--- src/design/game_pkg.sv ---
// Memory game package with widths, round counts, stored key sequence and FSM states
package game_pkg;

    // Key, play and ROM word width
    localparam int key_width = 4;

    // Round counter width, enough for the long level
    localparam int round_width = 4;

    // Plays per level
    localparam int rounds_short = 8;
    localparam int rounds_long  = 16;

    // Stored sequence, one-hot key codes, entry 0 is the first play
    localparam logic [key_width-1:0] game_sequence [rounds_long] = '{
        4'b0001,
        4'b0010,
        4'b0100,
        4'b1000,
        4'b0100,
        4'b0010,
        4'b0001,
        4'b0001,
        4'b0010,
        4'b0010,
        4'b0100,
        4'b0100,
        4'b1000,
        4'b1000,
        4'b0001,
        4'b0100
    };

    // Control unit states
    typedef enum logic [2:0] {
        idle,
        prepare,
        wait_play,
        store_play,
        compare,
        next_round,
        won_state,
        lost_state
    } game_state_t;

endpackage
--- src/design/memory_game.sv ---
// Memory game top level joining datapath, play timer and control FSM
`timescale 1ns/100ps

module memory_game #(
    parameter int timeout_cycles = 64
) (
    input  logic                             clock,
    input  logic                             rst_n,
    input  logic                             start,
    input  logic [game_pkg::key_width-1:0]   keys,
    input  logic                             level,
    output logic                             done,
    output logic                             won,
    output logic                             lost,
    output logic                             timed_out,
    output logic [game_pkg::key_width-1:0]   play,
    output logic [game_pkg::round_width-1:0] round
);

    // Control to datapath
    logic clear_regs;
    logic store_play;
    logic store_level;
    logic clear_round;
    logic count_round;

    // Datapath to control
    logic new_play;
    logic match;
    logic last_round;

    // Timer handshake with control
    logic timer_clear;
    logic timer_run;
    logic timeout;

    game_datapath i_game_datapath (
        .clock       (clock),
        .rst_n       (rst_n),
        .keys        (keys),
        .level       (level),
        .clear_regs  (clear_regs),
        .store_play  (store_play),
        .store_level (store_level),
        .clear_round (clear_round),
        .count_round (count_round),
        .new_play    (new_play),
        .match       (match),
        .last_round  (last_round),
        .play        (play),
        .round       (round)
    );

    play_timer #(
        .timeout_cycles (timeout_cycles)
    ) i_play_timer (
        .clock       (clock),
        .rst_n       (rst_n),
        .timer_clear (timer_clear),
        .timer_run   (timer_run),
        .timeout     (timeout)
    );

    game_control i_game_control (
        .clock       (clock),
        .rst_n       (rst_n),
        .start       (start),
        .new_play    (new_play),
        .match       (match),
        .last_round  (last_round),
        .timeout     (timeout),
        .clear_regs  (clear_regs),
        .store_play  (store_play),
        .store_level (store_level),
        .clear_round (clear_round),
        .count_round (count_round),
        .timer_clear (timer_clear),
        .timer_run   (timer_run),
        .done        (done),
        .won         (won),
        .lost        (lost),
        .timed_out   (timed_out)
    );

endmodule

--- src/design/game_control.sv ---
// Game control FSM that sequences start, plays, compares and the game verdict
`timescale 1ns/100ps

module game_control (
    input  logic clock,
    input  logic rst_n,
    input  logic start,
    // Conditions from datapath and timer
    input  logic new_play,
    input  logic match,
    input  logic last_round,
    input  logic timeout,
    // Datapath strobes
    output logic clear_regs,
    output logic store_play,
    output logic store_level,
    output logic clear_round,
    output logic count_round,
    // Timer control
    output logic timer_clear,
    output logic timer_run,
    // Game status
    output logic done,
    output logic won,
    output logic lost,
    output logic timed_out
);

    game_pkg::game_state_t state;
    game_pkg::game_state_t next_state;

    logic start_game;
    logic time_up;

    // Start is taken only when no game is running
    assign start_game = start && ((state == game_pkg::idle) ||
                                  (state == game_pkg::won_state) ||
                                  (state == game_pkg::lost_state));

    // Timeout counts only while a play is awaited
    assign time_up = (state == game_pkg::wait_play) && timeout;

    // State register
    always_ff @(posedge clock or negedge rst_n) begin
        if (!rst_n) begin
            state <= game_pkg::idle;
        end else begin
            state <= next_state;
        end
    end

    // Next state
    always_comb begin
        next_state = state;
        unique case (state)
            game_pkg::idle: begin
                if (start) begin
                    next_state = game_pkg::prepare;
                end
            end
            game_pkg::prepare: begin
                next_state = game_pkg::wait_play;
            end
            game_pkg::wait_play: begin
                // Timeout wins over a play in the same cycle
                if (timeout) begin
                    next_state = game_pkg::lost_state;
                end else if (new_play) begin
                    next_state = game_pkg::store_play;
                end
            end
            game_pkg::store_play: begin
                next_state = game_pkg::compare;
            end
            game_pkg::compare: begin
                if (!match) begin
                    next_state = game_pkg::lost_state;
                end else if (last_round) begin
                    next_state = game_pkg::won_state;
                end else begin
                    next_state = game_pkg::next_round;
                end
            end
            game_pkg::next_round: begin
                next_state = game_pkg::wait_play;
            end
            game_pkg::won_state, game_pkg::lost_state: begin
                // Verdict holds until a new start
                if (start) begin
                    next_state = game_pkg::prepare;
                end
            end
            default: begin
                next_state = game_pkg::idle;
            end
        endcase
    end

    // Moore outputs decoded from the state
    always_comb begin
        clear_regs  = 1'b0;
        store_play  = 1'b0;
        store_level = 1'b0;
        clear_round = 1'b0;
        count_round = 1'b0;
        timer_clear = 1'b0;
        timer_run   = 1'b0;
        done        = 1'b0;
        won         = 1'b0;
        lost        = 1'b0;
        unique case (state)
            game_pkg::prepare: begin
                clear_regs  = 1'b1;
                store_level = 1'b1;
                clear_round = 1'b1;
                timer_clear = 1'b1;
            end
            game_pkg::wait_play: begin
                timer_run = 1'b1;
            end
            game_pkg::store_play: begin
                store_play = 1'b1;
            end
            game_pkg::next_round: begin
                count_round = 1'b1;
                timer_clear = 1'b1;
            end
            game_pkg::won_state: begin
                done = 1'b1;
                won  = 1'b1;
            end
            game_pkg::lost_state: begin
                done = 1'b1;
                lost = 1'b1;
            end
            default: begin
                // idle and compare drive nothing
            end
        endcase
    end

    // Timeout flag, set on the way to lost, cleared by a new game
    always_ff @(posedge clock or negedge rst_n) begin
        if (!rst_n) begin
            timed_out <= 1'b0;
        end else if (start_game) begin
            timed_out <= 1'b0;
        end else if (time_up) begin
            timed_out <= 1'b1;
        end
    end

endmodule

--- src/design/play_timer.sv ---
// Play timer that counts cycles while a play is awaited and flags a timeout
`timescale 1ns/100ps

module play_timer #(
    parameter int timeout_cycles = 64
) (
    input  logic clock,
    input  logic rst_n,
    input  logic timer_clear,
    input  logic timer_run,
    output logic timeout
);

    // Wide enough to hold timeout_cycles itself
    localparam int count_width = $clog2(timeout_cycles + 1);
    localparam logic [count_width-1:0] count_limit = count_width'(timeout_cycles);

    logic [count_width-1:0] count;

    // Clear has priority, count stops at the limit
    always_ff @(posedge clock or negedge rst_n) begin
        if (!rst_n) begin
            count <= '0;
        end else if (timer_clear) begin
            count <= '0;
        end else if (timer_run && (count != count_limit)) begin
            count <= count + 1'b1;
        end
    end

    // Holds once reached, until the next clear
    assign timeout = (count == count_limit);

endmodule

--- src/design/game_datapath.sv ---
// Game datapath with play and level registers, key edge detector, round counter and compare
`timescale 1ns/100ps

module game_datapath (
    input  logic                             clock,
    input  logic                             rst_n,
    input  logic [game_pkg::key_width-1:0]   keys,
    input  logic                             level,
    // Strobes from control
    input  logic                             clear_regs,
    input  logic                             store_play,
    input  logic                             store_level,
    input  logic                             clear_round,
    input  logic                             count_round,
    // Conditions to control
    output logic                             new_play,
    output logic                             match,
    output logic                             last_round,
    // Visible state
    output logic [game_pkg::key_width-1:0]   play,
    output logic [game_pkg::round_width-1:0] round
);

    localparam int round_w = game_pkg::round_width;

    // Final round index per level
    localparam logic [round_w-1:0] last_short = round_w'(game_pkg::rounds_short - 1);
    localparam logic [round_w-1:0] last_long  = round_w'(game_pkg::rounds_long - 1);

    logic [game_pkg::key_width-1:0] keys_q;
    logic                           any_key_d;
    logic                           level_q;
    logic [game_pkg::key_width-1:0] rom_word;

    // Key sampling and edge detector on the OR of the keys
    // keys_q also feeds the play register, so a short press is still stored
    always_ff @(posedge clock or negedge rst_n) begin
        if (!rst_n) begin
            keys_q    <= '0;
            any_key_d <= 1'b0;
        end else begin
            keys_q    <= keys;
            any_key_d <= |keys_q;
        end
    end

    // One pulse per press, held keys give no more pulses
    assign new_play = (|keys_q) & ~any_key_d;

    // Play register
    always_ff @(posedge clock or negedge rst_n) begin
        if (!rst_n) begin
            play <= '0;
        end else if (clear_regs) begin
            play <= '0;
        end else if (store_play) begin
            play <= keys_q;
        end
    end

    // Level register, a store wins over the clear in prepare
    always_ff @(posedge clock or negedge rst_n) begin
        if (!rst_n) begin
            level_q <= 1'b0;
        end else if (store_level) begin
            level_q <= level;
        end else if (clear_regs) begin
            level_q <= 1'b0;
        end
    end

    // Round counter, also the ROM address
    always_ff @(posedge clock or negedge rst_n) begin
        if (!rst_n) begin
            round <= '0;
        end else if (clear_round) begin
            round <= '0;
        end else if (count_round) begin
            round <= round + 1'b1;
        end
    end

    sequence_rom i_sequence_rom (
        .clock   (clock),
        .address (round),
        .data    (rom_word)
    );

    // Play against the stored word of this round
    assign match = (play == rom_word);

    // 7 for short, 15 for long
    assign last_round = (round == (level_q ? last_long : last_short));

endmodule

--- src/design/sequence_rom.sv ---
// Sequence ROM of 16 words by 4 bits with a registered read of the game sequence
`timescale 1ns/100ps

module sequence_rom (
    input  logic                             clock,
    input  logic [game_pkg::round_width-1:0] address,
    output logic [game_pkg::key_width-1:0]   data
);

    // Word read from the table for the current address
    logic [game_pkg::key_width-1:0] word;

    // Combinational table lookup
    always_comb begin
        word = game_pkg::game_sequence[address];
    end

    // Output register gives one cycle of read latency
    always_ff @(posedge clock) begin
        data <= word;
    end

endmodule

--- config.mk ---
export PLATFORM = sky130hd
export DESIGN_NAME = memory_game
export DESIGN_NICKNAME = d
export VERILOG_FILES = /design/src/design/game_pkg.sv /design/src/design/memory_game.sv /design/src/design/game_control.sv /design/src/design/play_timer.sv /design/src/design/game_datapath.sv /design/src/design/sequence_rom.sv
export SDC_FILE = /design/constraint.sdc
export NUM_CORES = 1
export LEC_CHECK = 0
export BUFFER_PORTS_ARGS = -buffer_cell sky130_fd_sc_hd__buf_2
export CORE_ASPECT_RATIO = 0.75
export CORE_MARGIN = 1.5
export CORE_UTILIZATION = 56
export CTS_CLUSTER_DIAMETER = 60
export DETAILED_ROUTE_END_ITERATION = 10
export MAX_ROUTING_LAYER = met4
export PLACE_DENSITY = 0.83
export SETUP_SLACK_MARGIN = 0.3
export SLEW_MARGIN = 20
export SYNTH_ARGS = -nofsm -noshare
export SYNTH_HDL_FRONTEND = slang
export SYNTH_HIERARCHICAL = 1
export SYNTH_SLANG_ARGS = --single-unit
--- constraint.sdc ---
create_clock -name clock -period 2.1 [get_ports clock]
set_clock_uncertainty 0.2 [all_clocks]
set_input_delay 0.21 -clock clock [delete_from_list [all_inputs] [get_ports clock]]
set_output_delay 0.21 -clock clock [all_outputs]
set_load 0.005 [all_outputs]
Word level (Yosys, flattened, before mapping)
Memory sizes are Yosys's and may differ from the RTL's. A register that Yosys moved wholly into a read port is not among the register bits.
Cells that the tools add are included.
W data, S select, Z words.

cells by class
  add/subtract/negate cells = 2
  equal/unequal tests = 13
  mux-type cells = 24
  bitwise gates (word level) = 3
  reductions and logical operators = 15

operators with widths
  operator               count
  $mux W4                5
  $pmux W3 S5            1
  $mux W7                2
  $eq A3 B3 Y1 const B   4
  $mux W3                4
  $mux W1                11
  $eq A4 B4 Y1           2
  $reduce_bool A2 Y1     4
  $add A7 B1 Y7 const B  1
  $eq A7 B7 Y1 const B   1
  $ne A7 B7 Y1 const B   1
  $eq A3 B2 Y1 const B   2
  $not A4 Y5             1
  $add A4 B1 Y4 const B  1
  $reduce_or A2 Y1       2
  $reduce_or A4 Y1       1
  $eq A3 B1 Y1 const B   1
  $logic_and A1 B1 Y1    3
  $logic_not A3 Y1       1
  $ne A3 B1 Y1 const B   1
  $reduce_or A3 Y1       1
  $logic_or A1 B1 Y1     2
  $mux W2                1
  $ne A2 B1 Y1 const B   1
  other kinds (3)        3

storage, ports and cells
  bits in registers = 25
  ROM bits = 64
  input bits = 8
  output and inout port bits = 12
  word-level logic and storage cells = 66
  memories = 1

memories
  memory            words  bits a word  rd ports  clocked after memory_dff  write ports  RTL line            RTL
  (name not given)  16     4            1         1                         0            sequence_rom.sv:15  word = game_pkg::game_sequence[address];

Longest topological paths before layout
  depth in word-level cells = 5
  depth in mapped cells = 8
  gate-level depth less buffers = 8

Hierarchy
The synthesis kept the hierarchy.

modules (own cells, without submodules)
  module         times used  cells each  area each (µm²)  seq. area each (µm²)
  game_datapath  1           46          591.8            350.3
  play_timer     1           46          437.9            175.2
  game_control   1           39          296.5            100.1
  sequence_rom   1           17          167.7            80.1

Worst setup path before layout
No wires, ideal clock.

  path kind = register -> register
  start point = register i_game_control.state[2]
  end point = register i_play_timer.count[5]
  setup time = 78 ps
  arrival = 1,669 ps
  data required time = 1,822 ps
  slack = 153 ps
  cell stages (with the launch flop) = 8
  path buffers = 2
  period minus slack after synthesis = 1,947 ps
  cells stage by stage = dfrtp_1 > buf_4 > nor2_1 > and2_1 > clkbuf_1 > nand4_1 > or3_1 > a21oi_1

between the ends
  longest elaborated chain between the ends = 4
  elaborated cells between the ends (all ways) = 9
  those cells by class = eq/ne (3); mux (3); reduce/logical (3)

RTL lines
  what                                 RTL line             RTL
  from (decl)                          game_control.sv:29   game_pkg::game_state_t state;
  from (signal assigned)               game_control.sv:46   state <= game_pkg::idle;
  from (signal assigned)               game_control.sv:48   state <= next_state;
  $eq A3 B2 Y1                         game_control.sv:111  unique case (state)
  $mux W1                              game_control.sv:111
  via timer_run                        memory_game.sv:34    logic timer_run;
  $logic_and A1 B1 Y1                  play_timer.sv:26     end else if (timer_run && (count != count_limit)) begin
  $reduce_bool A2 Y1 (no source line)  --
  to (signal assigned)                 play_timer.sv:27     count <= count + 1'b1;
  to (decl)                            play_timer.sv:18     logic [count_width-1:0] count;

The timed path passes the listed nets, and every way through them passes these cells.
A chain may end at the register's enable or synchronous reset.

Final worst setup path
  start point = register i_game_control.state[2]
  end point = register i_game_datapath/play[0] in the netlist's numbering

between the ends
  longest elaborated chain between the ends = 3
  elaborated cells between the ends (all ways) = 6
  those cells by class = eq/ne (2); mux (3); reduce/logical (1)

RTL lines
  what                                 RTL line             RTL
  $eq A3 B2 Y1                         game_control.sv:111
  $mux W1                              game_control.sv:111
  via store_play                       memory_game.sv:22    logic store_play;
  $reduce_bool A2 Y1 (no source line)  --
  to (signal assigned)                 game_datapath.sv:57  play <= keys_q;
  to (decl)                            game_datapath.sv:20  output logic [game_pkg::key_width-1:0] play,

The timed path passes the listed nets, and every way through them passes these cells.

==> summary.txt <==
Place
  – Post-DP HPWL: 2.19 mm
  – Area post-placement: about 1600 um^2
  – GPL Wtd Cong: 0.886
  – Pre-CTS worst setup slack: roughly 0.11 ns
  – I/O Buffers: 19

Power
  – Peak VDD IR: 0.730 mV
  – Power per cell area: between 1000 and 1500 nW/um^2
  – LEAKAGE: roughly 0.9 nW

Drt
  – # DRC: 0
  – Routed WL: 3.93 mm
  – Mean number of vias per cell: between 5 and 6
  – Routed Antenna Nets: 0
  – TritonRoute pass-1 iters: 4
  – Vias: 1354
  – DR WL/cell: 17.2 um
  – First DRT Iteration DRCs: approximately 220

Worst setup path
  – CP bufs+invs: 1
  – CP required: roughly 2.1 ns
  – Worst path slowest cell: dfrtp_1
  – Critical path's top delay family: simple AND/OR/NAND/NOR gates
  – Crit path largest cell delay: 0.43 ns
  – CP Cell Sequence: buf_4, nand2b_1, nor2_1, mux2i_1, nor2_1
  – Worst Path Max Fanout: 10
  – Startpoint Class: flop
  – Top cell by count, worst path: nor2_1
  – Crit end category: flop
  – Data arrival, critical path: about 1.9 ns
  – Crit path kind: flop to flop

Logic synthesis
  – Area share of the largest cell type after synthesis: a little over two fifths
  – Distinct cell type count after synthesis: 46
  – Syn Std Cell Area: around 1500 um^2
  – Post-synthesis area per instance: about 10 um^2
  – Register bit count reported by yosys: 29
  – Synthesis Warnings: 6
  – Sequential area share after synthesis: ~47%
  – Post-Syn Nets: 159
  – Area contributors post-synth: dfrtp_1 42%, dfxtp_1 5.4%, nor2_1 4.3%
  – Synth area leader: dfrtp_1
  – Synth Instances: 148

Floorplan
  – Core area: 2400 um^2
  – Row cnt: 15
  – Die ar.: around 3000 um^2
  – Starting Density: around 62%
  – Die Y: around 48 um
  – DIE WIDTH: ~63 um
  – Total I/O pin count: 20

Cells and area
  – Ratio of cells with drive above 1 in the final layout: between 30% and 40%
  – ANT cells: 0
  – Most frequent cells in the layout: 21 x dfrtp_1, 20 x buf_4, 19 x buf_2
  – Final core utilization: around 80%
  – Fin nets: a little over 200
  – Most common cell after layout, fill and taps aside: dfrtp_1
  – Area Overhead vs Synth: 29.3%
  – Final Cell Area: ~1900 um^2

Timing
  – Final hold vios: 0
  – Final hold slack: about 0.18 ns
  – Fin. max-slew vios: 0
  – RSZ-0062 raised after global routing: yes
  – Final period utilization: between 80% and 90%
  – Min cycle time layout: 1.89 ns
  – Final setup vio count: 0
  – Final worst-path setup slack: between 0.2 and 0.25 ns
  – Max Fclk: between 500 and 600 MHz
  – Worst-margin pin slew: 0.556 ns
  – Relative slew margins: a little over three fifths
  – Final setup TNS: 0 ns

GRT
  – Largest net degree at the start of global routing: 26
  – Global-route wire length before repair: 5.44 mm
  – Overall routing resource usage: 25.8%
  – Initial antenna violation count: 0
  – Grt ovf: 0
  – Vias in the first global route: roughly 1200

CTS
  – Max clock buf depth: 2
  – Clk pin slew, worst setup/hold paths: about 0.090 ns
  – H-tree levels: 2
  – CTS tree: yes
  – Num CTS Buffers: 5
  – CTS sink count: 29
  – Root buffer selected by CTS: clkbuf_4
  – Clock latency on the worst-skew pair: ~0.33 ns

Flow run
  – Max-cap check violation count: 0

Status
  – Outcome: finished, final reports clean

Hold path
  – Class of the worst hold path: primary input to asynchronous set/reset pin
layer usage:
| metal | vias to the layer above | routed length, um | GRT usage [%] |
|---|---|---|---|
| met5 | - | 0 | - |
| met4 | 0 | 86 | 11.1 |
| met3 | 11 | 283 | 6.82 |
| met2 | 84 | 1890 | 45.8 |
| met1 | 638 | 1670 | 28.8 |
| li1 | 621 | - | - |
cells by family after synthesis:
logic type | after synthesis | share of synthesized area [%]
flops | 29 | 47.2
fa+ha+maj | 3 | 2.51
compound gates | 23 | 9.21
simple gates | 67 | 27.5
xor+xnor | 8 | 4.69
buf+inv | 11 | 4.02
mux | 7 | 4.86
worst reg2reg max path, stage by stage, from the launching register on:
cell	delay [ns]
dfrtp_1	0.43
buf_4	0.20
nand2b_1	0.20
nor2_1	0.38
mux2i_1	0.29
nor2_1	0.08
cell type report:
| class | count | area (um^2) |
|---|---|---|
| clock buffers | 7 | 65.1 |
| clock inverters | 1 | 5.00 |
| fillers | 134 | 470 |
| inverters | 4 | 15.0 |
| multi-input cells | 108 | 778 |
| flip-flops and latches | 29 | 711 |
| well taps | 34 | 42.5 |
| repair buffers | 46 | 315 |
flip-flops by register name (all words and copies together), names as in the netlist:
| signal | flops |
|---|---|
| i_play_timer/count | 7 |
| i_game_datapath/keys_q | 4 |
| i_game_datapath/any_key_d | 1 |
| i_game_datapath/level_q | 1 |
| i_game_datapath/i_sequence_rom/data | 4 |
| i_game_control/timed_out | 1 |
| i_game_datapath/round | 4 |
| i_game_control/state | 3 |
| i_game_datapath/play | 4 |
stage by stage:
stage,cells,total power (W)
floorplan,148,0.00151
global placement,200,0.00169
detailed placement,200,0.00176
CTS,219,0.00220
global route,229,0.00255
finish,229,0.00241
synthesized netlist by cell type (all sizes together):
cell	number
nand3	5
nor4	2
nor4b	1
and3b	1
a22o	1
or4	3
o211ai	1
or3b	1
clkbuf	3
xor2	6
buf	4
nand4b	3
nand2b	2
a21oi	8
and3	2
nor3	3
nand2	8
a21bo	1
nand3b	4
nor2	18
mux2	2
a211oi	1
and2	2
mux2i	5
ha	3
xnor2	2
nand4	3
dfxtp	4
or3	2
or4b	1
a311o	1
o21ai	9
o311ai	1
nor3b	2
inv	4
nand4bb	1
dfrtp	25
nor2b	3
final timing paths:
| kind | start | to | slack, ns | cells after the start |
|---|---|---|---|---|
| max | i_game_control/state[2] | i_game_datapath/play[0] | 0.21 | 5 |
| max reg2reg | i_game_control/state[2] | i_game_datapath/play[0] | 0.21 | 5 |
| min reg2reg | i_game_datapath/keys_q[1] | i_game_datapath/any_key_d | 0.32 | 1 |
| min in group clock | keys[1] | i_game_datapath/keys_q[1] | 0.31 | 2 |
| min | rst_n | i_play_timer/count[4] | 0.18 | 2 |
| max in group asynchronous | rst_n | i_play_timer/count[2] | 1.11 | 2 |
what timing repair did:
| item | CTS | global route |
|---|---|---|
| hold buffers | 7 | 0 |
| setup endpoints to repair | 6 | 6 |
| pin swaps | 1 | 8 |
| hold endpoints to repair | 31 | 0 |
| buffers inserted | 4 | 10 |
| resized for setup | 6 | 11 |
power by group:
group | switching (W) | leakage [nW] | internal (W) | total [W]
Sequential | 0.000170 | 0.348 | 0.000706 | 0.000876
Clock | 0.000190 | 0.0413 | 0.000194 | 0.000383
Combinational | 0.000611 | 0.507 | 0.000545 | 0.00116
Power figures use the tool's default switching activity.
